==> src/logic/alu_ft_pkg.sv <==
// Shared widths, lane count and opcode encoding
// Fault counter width and permanent-fault threshold
package alu_ft_pkg;

  ////////////////////////////////////////////////////////////////////////////
  // Data path
  ////////////////////////////////////////////////////////////////////////////

  // Width of operands and results
  localparam int XLEN = 32;

  typedef logic [XLEN-1:0] word_t;

  ////////////////////////////////////////////////////////////////////////////
  // Lane redundancy
  ////////////////////////////////////////////////////////////////////////////

  // Four identical lanes, three of them voted at a time
  localparam int N_LANES = 4;

  // Index of a single lane
  typedef logic [$clog2(N_LANES)-1:0] lane_idx_t;
  // One bit per lane
  typedef logic [N_LANES-1:0] lane_mask_t;

  ////////////////////////////////////////////////////////////////////////////
  // Opcodes
  ////////////////////////////////////////////////////////////////////////////

  // The last three are compares and also drive the branch flag
  typedef enum logic [2:0] {
    OP_ADD  = 3'd0,
    OP_SUB  = 3'd1,
    OP_AND  = 3'd2,
    OP_OR   = 3'd3,
    OP_XOR  = 3'd4,
    OP_SLT  = 3'd5,
    OP_SLTU = 3'd6,
    OP_EQ   = 3'd7
  } alu_op_e;

  ////////////////////////////////////////////////////////////////////////////
  // Fault counting
  ////////////////////////////////////////////////////////////////////////////

  // Disagreement counter width, saturates at all ones
  localparam int FCNT_W = 8;

  // Count at which a lane is treated as permanently broken
  localparam int FAULT_THRESH = 4;

  typedef logic [FCNT_W-1:0] fcnt_t;

endpackage

==> src/logic/majority3.sv <==
// Three-input majority voter for any payload type
// Also flags which inputs differ from the voted value
`timescale 1ns/1ps

module majority3 #(
  parameter type vote_t = logic
) (
  input  vote_t      a_i,
  input  vote_t      b_i,
  input  vote_t      c_i,
  output vote_t      voted_o,
  output logic [2:0] mismatch_o,
  output logic       none_agree_o
);

  logic ab_eq;
  logic ac_eq;
  logic bc_eq;

  assign ab_eq = (a_i == b_i);
  assign ac_eq = (a_i == c_i);
  assign bc_eq = (b_i == c_i);

  // Fall back to the first input when all three differ
  always_comb begin
    if (ab_eq || ac_eq) begin
      voted_o = a_i;
    end else if (bc_eq) begin
      voted_o = b_i;
    end else begin
      voted_o = a_i;
    end
  end

  // Per-input disagreement with the output
  assign mismatch_o[0] = (a_i != voted_o);
  assign mismatch_o[1] = (b_i != voted_o);
  assign mismatch_o[2] = (c_i != voted_o);

  assign none_agree_o = !ab_eq && !ac_eq && !bc_eq;

endmodule

==> src/logic/ft_dispatch.sv <==
// Four-phase request front end
// Latches one operation and issues it to every lane at once
`timescale 1ns/1ps

module ft_dispatch (
  input  logic                   clk,
  input  logic                   rst_n,
  // Requester side
  input  logic                   req_i,
  input  alu_ft_pkg::alu_op_e    op_i,
  input  alu_ft_pkg::word_t      operand_a_i,
  input  alu_ft_pkg::word_t      operand_b_i,
  input  alu_ft_pkg::lane_mask_t lane_en_i,
  // Completion level from the vote stage
  input  logic                   done_i,
  // Lane side
  output logic                   issue_o,
  output alu_ft_pkg::alu_op_e    op_o,
  output alu_ft_pkg::word_t      operand_a_o,
  output alu_ft_pkg::word_t      operand_b_o,
  output alu_ft_pkg::lane_mask_t lane_en_o
);

  typedef enum logic {
    S_IDLE,
    S_BUSY
  } state_e;

  state_e state_q;
  // Set once ack has been seen high in this transaction
  logic   done_seen_q;
  logic   capture;

  // Take a request only while idle
  assign capture = (state_q == S_IDLE) && req_i;

  // Control state and issue pulse
  always_ff @(posedge clk or negedge rst_n) begin
    if (!rst_n) begin
      state_q     <= S_IDLE;
      done_seen_q <= 1'b0;
      issue_o     <= 1'b0;
      lane_en_o   <= '0;
    end else begin
      // Issue lasts a single cycle
      issue_o <= capture;
      if (capture) begin
        state_q     <= S_BUSY;
        done_seen_q <= 1'b0;
        lane_en_o   <= lane_en_i;
      end else if (state_q == S_BUSY) begin
        if (done_i) begin
          done_seen_q <= 1'b1;
        end else if (done_seen_q) begin
          // Ack has fallen so the handshake is closed
          state_q <= S_IDLE;
        end
      end
    end
  end

  // Operation and operands held for the lanes
  always_ff @(posedge clk) begin
    if (capture) begin
      op_o        <= op_i;
      operand_a_o <= operand_a_i;
      operand_b_o <= operand_b_i;
    end
  end

endmodule

==> src/logic/alu_lane.sv <==
// One registered integer ALU lane with a register enable
`timescale 1ns/1ps

module alu_lane (
  input  logic                clk,
  input  logic                rst_n,
  input  logic                issue_i,
  // Stands in for a per-lane clock enable
  input  logic                en_i,
  input  alu_ft_pkg::alu_op_e op_i,
  input  alu_ft_pkg::word_t   operand_a_i,
  input  alu_ft_pkg::word_t   operand_b_i,
  output alu_ft_pkg::word_t   result_o,
  output logic                cmp_o,
  output logic                valid_o
);

  import alu_ft_pkg::*;

  word_t result_d;
  logic  cmp_d;

  // Combinational operation decode
  always_comb begin
    result_d = '0;
    cmp_d    = 1'b0;
    case (op_i)
      OP_ADD:  result_d = operand_a_i + operand_b_i;
      OP_SUB:  result_d = operand_a_i - operand_b_i;
      OP_AND:  result_d = operand_a_i & operand_b_i;
      OP_OR:   result_d = operand_a_i | operand_b_i;
      OP_XOR:  result_d = operand_a_i ^ operand_b_i;
      OP_SLT:  cmp_d = $signed(operand_a_i) < $signed(operand_b_i);
      OP_SLTU: cmp_d = operand_a_i < operand_b_i;
      OP_EQ:   cmp_d = operand_a_i == operand_b_i;
      default: cmp_d = 1'b0;
    endcase
    // Compares put their flag in bit 0 of the result
    if (op_i inside {OP_SLT, OP_SLTU, OP_EQ}) begin
      result_d = word_t'(cmp_d);
    end
  end

  // A disabled lane keeps its stale result
  always_ff @(posedge clk or negedge rst_n) begin
    if (!rst_n) begin
      result_o <= '0;
      cmp_o    <= 1'b0;
      valid_o  <= 1'b0;
    end else begin
      // Valid pulses whether or not the lane was enabled
      valid_o <= issue_i;
      if (issue_i && en_i) begin
        result_o <= result_d;
        cmp_o    <= cmp_d;
      end
    end
  end

endmodule

==> src/logic/lane_vote.sv <==
// Lane selection, word and flag majority vote, error classification
// Registered outcome and the ack side of the handshake
`timescale 1ns/1ps

module lane_vote (
  input  logic                           clk,
  input  logic                           rst_n,
  input  logic                           valid_i,
  input  alu_ft_pkg::word_t              results_i [alu_ft_pkg::N_LANES],
  input  logic [alu_ft_pkg::N_LANES-1:0] cmps_i,
  input  alu_ft_pkg::lane_idx_t          excl_lane_i,
  // Request level used to release ack
  input  logic                           req_i,
  output logic                           ack_o,
  output alu_ft_pkg::word_t              result_o,
  output logic                           branch_o,
  output logic                           err_detected_o,
  output logic                           err_corrected_o,
  output alu_ft_pkg::lane_mask_t         disagree_o,
  output logic                           vote_o
);

  import alu_ft_pkg::*;

  lane_idx_t  sel [3];
  word_t      sel_word [3];
  logic [2:0] sel_cmp;
  word_t      voted_word;
  logic       voted_cmp;
  logic [2:0] word_mm;
  logic [2:0] cmp_mm;
  logic [2:0] lane_mm;
  lane_mask_t disagree_d;
  logic       single_mm;

  // Skip the excluded lane and keep ascending order
  always_comb begin
    for (int k = 0; k < 3; k++) begin
      sel[k]      = (lane_idx_t'(k) >= excl_lane_i) ? lane_idx_t'(k + 1) : lane_idx_t'(k);
      sel_word[k] = results_i[sel[k]];
      sel_cmp[k]  = cmps_i[sel[k]];
    end
  end

  majority3 #(.vote_t(word_t)) word_vote_i (
    .a_i          (sel_word[0]),
    .b_i          (sel_word[1]),
    .c_i          (sel_word[2]),
    .voted_o      (voted_word),
    .mismatch_o   (word_mm),
    .none_agree_o ()
  );

  majority3 #(.vote_t(logic)) cmp_vote_i (
    .a_i          (sel_cmp[0]),
    .b_i          (sel_cmp[1]),
    .c_i          (sel_cmp[2]),
    .voted_o      (voted_cmp),
    .mismatch_o   (cmp_mm),
    .none_agree_o ()
  );

  // A lane disagrees on either its word or its flag
  assign lane_mm = word_mm | cmp_mm;

  // Map voter slots back onto physical lanes
  always_comb begin
    disagree_d = '0;
    for (int k = 0; k < 3; k++) begin
      disagree_d[sel[k]] = lane_mm[k];
    end
  end

  // Exactly one bad lane among the three can be outvoted
  assign single_mm = (lane_mm == 3'b001) || (lane_mm == 3'b010) || (lane_mm == 3'b100);

  always_ff @(posedge clk or negedge rst_n) begin
    if (!rst_n) begin
      ack_o           <= 1'b0;
      vote_o          <= 1'b0;
      err_detected_o  <= 1'b0;
      err_corrected_o <= 1'b0;
      disagree_o      <= '0;
    end else begin
      // Counter update strobe
      vote_o <= valid_i;
      if (valid_i) begin
        ack_o           <= 1'b1;
        err_detected_o  <= |lane_mm;
        err_corrected_o <= single_mm;
        disagree_o      <= disagree_d;
      end else if (ack_o && !req_i) begin
        // Requester has let go of req
        ack_o <= 1'b0;
      end
    end
  end

  // Voted payload held until the next operation
  always_ff @(posedge clk) begin
    if (valid_i) begin
      result_o <= voted_word;
      branch_o <= voted_cmp;
    end
  end

endmodule

==> src/logic/fault_monitor.sv <==
// Per-lane saturating disagreement counters
// Permanent-fault flags and a combinational counter read port
`timescale 1ns/1ps

module fault_monitor (
  input  logic                   clk,
  input  logic                   rst_n,
  // One pulse per voted operation
  input  logic                   vote_i,
  input  alu_ft_pkg::lane_mask_t disagree_i,
  // Read port
  input  alu_ft_pkg::lane_idx_t  fault_rd_lane_i,
  output alu_ft_pkg::fcnt_t      fault_rd_cnt_o,
  output alu_ft_pkg::lane_mask_t permanent_faulty_o
);

  import alu_ft_pkg::*;

  fcnt_t cnt_q [N_LANES];

  ////////////////////////////////////////////////////////////////////////////
  // Counters
  ////////////////////////////////////////////////////////////////////////////

  always_ff @(posedge clk or negedge rst_n) begin
    if (!rst_n) begin
      for (int l = 0; l < N_LANES; l++) begin
        cnt_q[l] <= '0;
      end
    end else if (vote_i) begin
      for (int l = 0; l < N_LANES; l++) begin
        // Stop at all ones
        if (disagree_i[l] && (cnt_q[l] != '1)) begin
          cnt_q[l] <= cnt_q[l] + 1'b1;
        end
      end
    end
  end

  ////////////////////////////////////////////////////////////////////////////
  // Flags and read port
  ////////////////////////////////////////////////////////////////////////////

  // Counters never decrease so the flag is sticky until reset
  always_comb begin
    for (int l = 0; l < N_LANES; l++) begin
      permanent_faulty_o[l] = (cnt_q[l] >= fcnt_t'(FAULT_THRESH));
    end
  end

  // Read back the selected lane
  assign fault_rd_cnt_o = cnt_q[fault_rd_lane_i];

endmodule

==> src/logic/alu_ft_top.sv <==
// Top level of the redundant ALU execute unit
// Dispatcher, four ALU lanes, vote stage and fault monitor
`timescale 1ns/1ps

module alu_ft_top (
  input  logic                   clk,
  input  logic                   rst_n,
  // Four-phase request
  input  logic                   req_i,
  input  alu_ft_pkg::alu_op_e    op_i,
  input  alu_ft_pkg::word_t      operand_a_i,
  input  alu_ft_pkg::word_t      operand_b_i,
  // Lane control
  input  alu_ft_pkg::lane_mask_t lane_en_i,
  input  alu_ft_pkg::lane_idx_t  excl_lane_i,
  // Response
  output logic                   ack_o,
  output alu_ft_pkg::word_t      result_o,
  output logic                   branch_o,
  output logic                   err_detected_o,
  output logic                   err_corrected_o,
  // Fault counters
  input  alu_ft_pkg::lane_idx_t  fault_rd_lane_i,
  output alu_ft_pkg::fcnt_t      fault_rd_cnt_o,
  output alu_ft_pkg::lane_mask_t permanent_faulty_o
);

  import alu_ft_pkg::*;

  // Dispatcher to lanes
  logic               issue;
  alu_op_e            op_q;
  word_t              operand_a_q;
  word_t              operand_b_q;
  lane_mask_t         lane_en_q;

  // Lanes to vote stage
  word_t              lane_result [N_LANES];
  logic [N_LANES-1:0] lane_cmp;
  logic [N_LANES-1:0] lane_valid;

  // Vote stage to monitor
  lane_mask_t         disagree;
  logic               vote_pulse;

  ////////////////////////////////////////////////////////////////////////////
  // Front end
  ////////////////////////////////////////////////////////////////////////////

  // Ack doubles as the done level
  ft_dispatch dispatch_i (
    .clk         (clk),
    .rst_n       (rst_n),
    .req_i       (req_i),
    .op_i        (op_i),
    .operand_a_i (operand_a_i),
    .operand_b_i (operand_b_i),
    .lane_en_i   (lane_en_i),
    .done_i      (ack_o),
    .issue_o     (issue),
    .op_o        (op_q),
    .operand_a_o (operand_a_q),
    .operand_b_o (operand_b_q),
    .lane_en_o   (lane_en_q)
  );

  // All lanes see the same operation
  for (genvar g = 0; g < N_LANES; g++) begin : g_lane
    alu_lane lane_i (
      .clk         (clk),
      .rst_n       (rst_n),
      .issue_i     (issue),
      .en_i        (lane_en_q[g]),
      .op_i        (op_q),
      .operand_a_i (operand_a_q),
      .operand_b_i (operand_b_q),
      .result_o    (lane_result[g]),
      .cmp_o       (lane_cmp[g]),
      .valid_o     (lane_valid[g])
    );
  end

  ////////////////////////////////////////////////////////////////////////////
  // Voting and fault tracking
  ////////////////////////////////////////////////////////////////////////////

  // Lanes are issued together so lane 0 times the vote
  lane_vote vote_i (
    .clk             (clk),
    .rst_n           (rst_n),
    .valid_i         (lane_valid[0]),
    .results_i       (lane_result),
    .cmps_i          (lane_cmp),
    .excl_lane_i     (excl_lane_i),
    .req_i           (req_i),
    .ack_o           (ack_o),
    .result_o        (result_o),
    .branch_o        (branch_o),
    .err_detected_o  (err_detected_o),
    .err_corrected_o (err_corrected_o),
    .disagree_o      (disagree),
    .vote_o          (vote_pulse)
  );

  fault_monitor monitor_i (
    .clk                (clk),
    .rst_n              (rst_n),
    .vote_i             (vote_pulse),
    .disagree_i         (disagree),
    .fault_rd_lane_i    (fault_rd_lane_i),
    .fault_rd_cnt_o     (fault_rd_cnt_o),
    .permanent_faulty_o (permanent_faulty_o)
  );

endmodule

==> config.mk <==
export PLATFORM = sky130hd
export DESIGN_NAME = alu_ft_top
export DESIGN_NICKNAME = d
export VERILOG_FILES = /design/src/logic/alu_ft_pkg.sv /design/src/logic/majority3.sv /design/src/logic/ft_dispatch.sv /design/src/logic/alu_lane.sv /design/src/logic/lane_vote.sv /design/src/logic/fault_monitor.sv /design/src/logic/alu_ft_top.sv
export SDC_FILE = /design/constraint.sdc
export NUM_CORES = 1
export LEC_CHECK = 0
export ABC_AREA = 1
export BUFFER_PORTS_ARGS = -buffer_cell sky130_fd_sc_hd__buf_2
export CORE_ASPECT_RATIO = 0.6
export CORE_UTILIZATION = 25
export CTS_BUF_LIST = sky130_fd_sc_hd__clkbuf_4 sky130_fd_sc_hd__clkbuf_8
export DETAILED_ROUTE_END_ITERATION = 10
export SYNTH_ARGS = -nofsm -noshare
export SYNTH_HDL_FRONTEND = slang
export SYNTH_SLANG_ARGS = --single-unit
==> constraint.sdc <==
create_clock -name clk -period 4.1 [get_ports clk]
set_input_delay 0.82 -clock clk [delete_from_list [all_inputs] [get_ports clk]]
set_output_delay 0.82 -clock clk [all_outputs]
set_load 0.005 [all_outputs]
==> impl_results.md <==
* Status: finished clean
* Crit. Startpoint: dispatch_i.operand_b_o[1]
* Grt total ovfl at 0
* CTS clk-pin slew, worst paths at 70 ps
* First-pass GRT wire length at between 100,000 and 150,000 µm
* Rel. slew slack at 29.44%
* Comb pwr share at 51.2%
* Vias in the first global route at 18,180
* Pre-CTS WS at -42.07 ps
* Die area at 79,160 µm²
* I/O pin cnt at 126
* Root Driver: clkbuf_8
* Crit Path Category: reg -> reg
* Peak supply drop at 0.2662 mV
* CTS tree: yes
* Port Buf Inserts at 125
* Sequential share of power at 29.9%
* R2R depth at 20
* CTS H-tree lvls at 2
* Clock Skew at 44.84 ps
* Cell count after synthesis at 2,749
* Reg-to-Reg Start: dispatch_i.operand_b_o[1]
* Initial antenna violation count at 4
* Total CTS buffers at 50
* Initial Util at around a quarter
* CP required at 4590 ps
* Final hold vios at 0
* Pwr Density at between 600 and 700 nW/µm²
* Total track usage at 17.59%
* Net Count, Synth at between 2,000 and 3,000
* CP Cell Sequence: inv_1, ha_1, nand3_1, nand3_1, a21oi_1, inv_1, nand2_1, nand2_1, a21boi_0, buf_4, o21ai_0, a21boi_1, o21ai_0, nand2_1, nand2_1, nand2_1, nand3_1, nand3_1, nand2_1, o21ai_0
* Clock share of power at 18.9%
* Final nets at 3,270
* Synth Cell Area at 19,500 µm²
* Hold buffers post-CTS at 0
* Number of synthesized flops with an enable pin at 100
* Period utilisation layout at ~94%
* Measured slew at the worst slew-check pin at 1057 ps
* DRT iter0 DRCs at ~1,800
* DP HPWL at 54,590 µm
* Fin. max-slew vios at 0
* Sw frac at 44.77%
* Top cell type's share of synthesized area at 23.10%
* Commonest non-fill, non-tap cells in the layout: nand2_1, inv_1, o21ai_0, buf_4, nor2_1
* Sequential element share of the synthesized area at 38.50%
* Worst Setup Start Kind: flop
* Area of the core at 76,420 µm²
* Yosys top cell by area: dfrtp_1
* R2r setup slk at about 240 ps
* Hold slack final at 198.1 ps
* Maxcap violations at 0
* Routed WL at 69,430 µm
* Synth cell types at 50
* Arrival @ worst endpoint at 4350 ps
* Most common cell after layout, fill and taps aside: nand2_1
* Synth Warn # at 0
* Share of cells above drive strength 1 at between 15 and 20%
* Via-per-instance ratio at 4.619
* Die Height at 218.3 µm
* RSZ-0062 raised after global routing: no
* Leak Pwr at 11.95 nW
* Endpoints failing setup at 0
* Largest net degree at the start of global routing at 75
* DR vias at 19,240
* Final worst slack at 238.5 ps
* CP Capture Type: flop
* Hold Path Class: in -> async
* FMAX at 259.0 MHz
* Post-route DRC at 0
* Routability cong. at around 1.0
* Ys async rst share at 64.29%
* CP max stage cell: edfxtp_1
* Area grow syn2layout at 24.34%
* NetSw at 6.779 mW
* Clk Latency, worst-skew pair at ~670 ps
* CTS max path bufs at 3
* Post-layout util at 31.73%
* Routed Antenna Nets at 0
* Post-route minimum period at 3862 ps
* DRT Pass-1 Iters at 6
* Syn_area_per_cell at 7.094 µm²
* Post-CTS setup buffer count at 0
* Max stage delay on crit path at 450 ps
* #FFs+latches synth at 280
* RR Endpoint: g_lane[1].lane_i.result_o[27]
* Clock sink count at 280
* Wire per inst at around 17 µm
* Ranking of synthesized cells by area: dfrtp_1, nand2_1, edfxtp_1
* Site Rows at 78
* Crit-path most repeated cell: nand2_1
* CP max FO at 4
* Cell-internal power at 8.365 mW
* Die X at between 300 and 400 µm
* Top FF cell, synth: dfrtp_1
## repair_timing
item | in CTS | in global routing
endpoints found under the setup margin | 0 | 17
resized for setup | 0 | 4
hold endpoints to repair | 0 | 0
## cells in the mapped netlist (3+ instances only)
master,count
a21boi_0,6
a21o_1,3
a21oi_1,122
a221oi_1,25
a31oi_1,12
buf_1,7
buf_2,18
buf_4,13
clkbuf_1,69
clkinv_1,4
dfrtp_1,180
edfxtp_1,100
ha_1,104
inv_1,373
inv_2,4
nand2_1,841
nand3_1,166
nand4_1,27
nor2_1,197
nor3_1,19
nor4_1,8
o211ai_1,11
o21a_1,9
o21ai_0,258
o21ai_1,33
o21bai_1,4
o221ai_1,7
o22ai_1,12
o31ai_1,5
or2_2,12
xnor2_1,10
xor2_1,65
## metal layers
metal  GRT usage [%]  vias up  wire length (µm)
met5               0        -                31
met4           3.896        4              1103
met3           4.858       80              6619
met2           23.92      696             26560
met1           26.85     8915             35110
li1                -     9545                 -
## cells by family (layout without fill, tap and decap cells)
family | Yosys count | after routing | share of synthesized area [%]
AND/OR/NAND/NOR | 1281 | 1281 | 26.67
flip-flops | 280 | 280 | 38.50
XOR/XNOR | 75 | 75 | 3.368
AO/OA/AOI/OAI | 515 | 515 | 14.61
other | 0 | 2 | 0
multiplexers | 2 | 2 | 0.1091
adder cells (fa/ha/maj) | 106 | 106 | 6.878
buffers and inverters | 490 | 864 | 9.874
## power by group through the flow
stage | Sequential (mW) | Combinational, mW | Clock, mW
final | 4.52 | 7.76 | 2.86
after global routing | 4.64 | 8.65 | 3.10
after CTS | 4.53 | 7.65 | 2.98
after detailed placement | 4.56 | 7.62 | 0
after global placement | 4.56 | 7.58 | 0
after floorplan | 4.40 | 4.33 | 0
## stage by stage
stage / instances / power, mW / area, µm² / setup TNS (ps)
after floorplan: 2749 / 8.729 / 19500 / 0
after global placement: 4074 / 12.14 / 23180 / 0
after detailed placement: 4074 / 12.18 / 23180 / -60.86
after CTS: 4163 / 15.16 / 24240 / 0
after global routing: 4164 / 16.39 / 24250 / 0
final: 4165 / 15.14 / 24250 / 0
## flip-flops by register name, summed over array words and instances, names as in the netlist
signal and count:
dispatch_i.lane_en_o 4, vote_i.vote_o 1, vote_i.disagree_o 4, g_lane.lane_i.valid_o 1
dispatch_i.issue_o 1, dispatch_i.operand_a_o 32, dispatch_i.operand_b_o 32, dispatch_i.state_q 1
dispatch_i.op_o 3, vote_i.branch_o 1, vote_i.ack_o 1, g_lane.lane_i.result_o 128
vote_i.err_corrected_o 1, monitor_i.cnt_q 32, vote_i.err_detected_o 1, g_lane.lane_i.cmp_o 4
dispatch_i.done_seen_q 1, vote_i.result_o 32
## area by class of cell
| class | instances | area, µm² |
|---|---|---|
| antenna | 2 | 5.005 |
| clock buffer | 76 | 927.1 |
| clock inverter | 13 | 130.1 |
| fill | 8329 | 52170 |
| inverter | 381 | 1430 |
| multi-input combinational | 1979 | 10090 |
| sequential | 280 | 7508 |
| tap | 1040 | 1301 |
| timing repair buffer | 394 | 2856 |
## worst max path at each step
stage                                          endpoint  slack, ps  cells after the start
after floorplan                 dispatch_i.lane_en_o[0]        780                      5
after global placement           vote_i.err_corrected_o         40                     27
after global routing      g_lane[1].lane_i.result_o[27]         20                     20
after detailed placement         vote_i.err_corrected_o        -40                     26
final                     g_lane[1].lane_i.result_o[27]        240                     20
after CTS                 g_lane[1].lane_i.result_o[27]        230                     19
## critical path: cells and delay by family, from the launching register on
| kind | cells | cell delay (ps) |
|---|---|---|
| fa+ha+maj | 1 | 400 |
| compound gates | 6 | 1310 |
| buf+inv | 3 | 370 |
| simple gates | 10 | 1160 |
| flops | 1 | 450 |
Note: power is estimated with default switching activity, not from simulation.
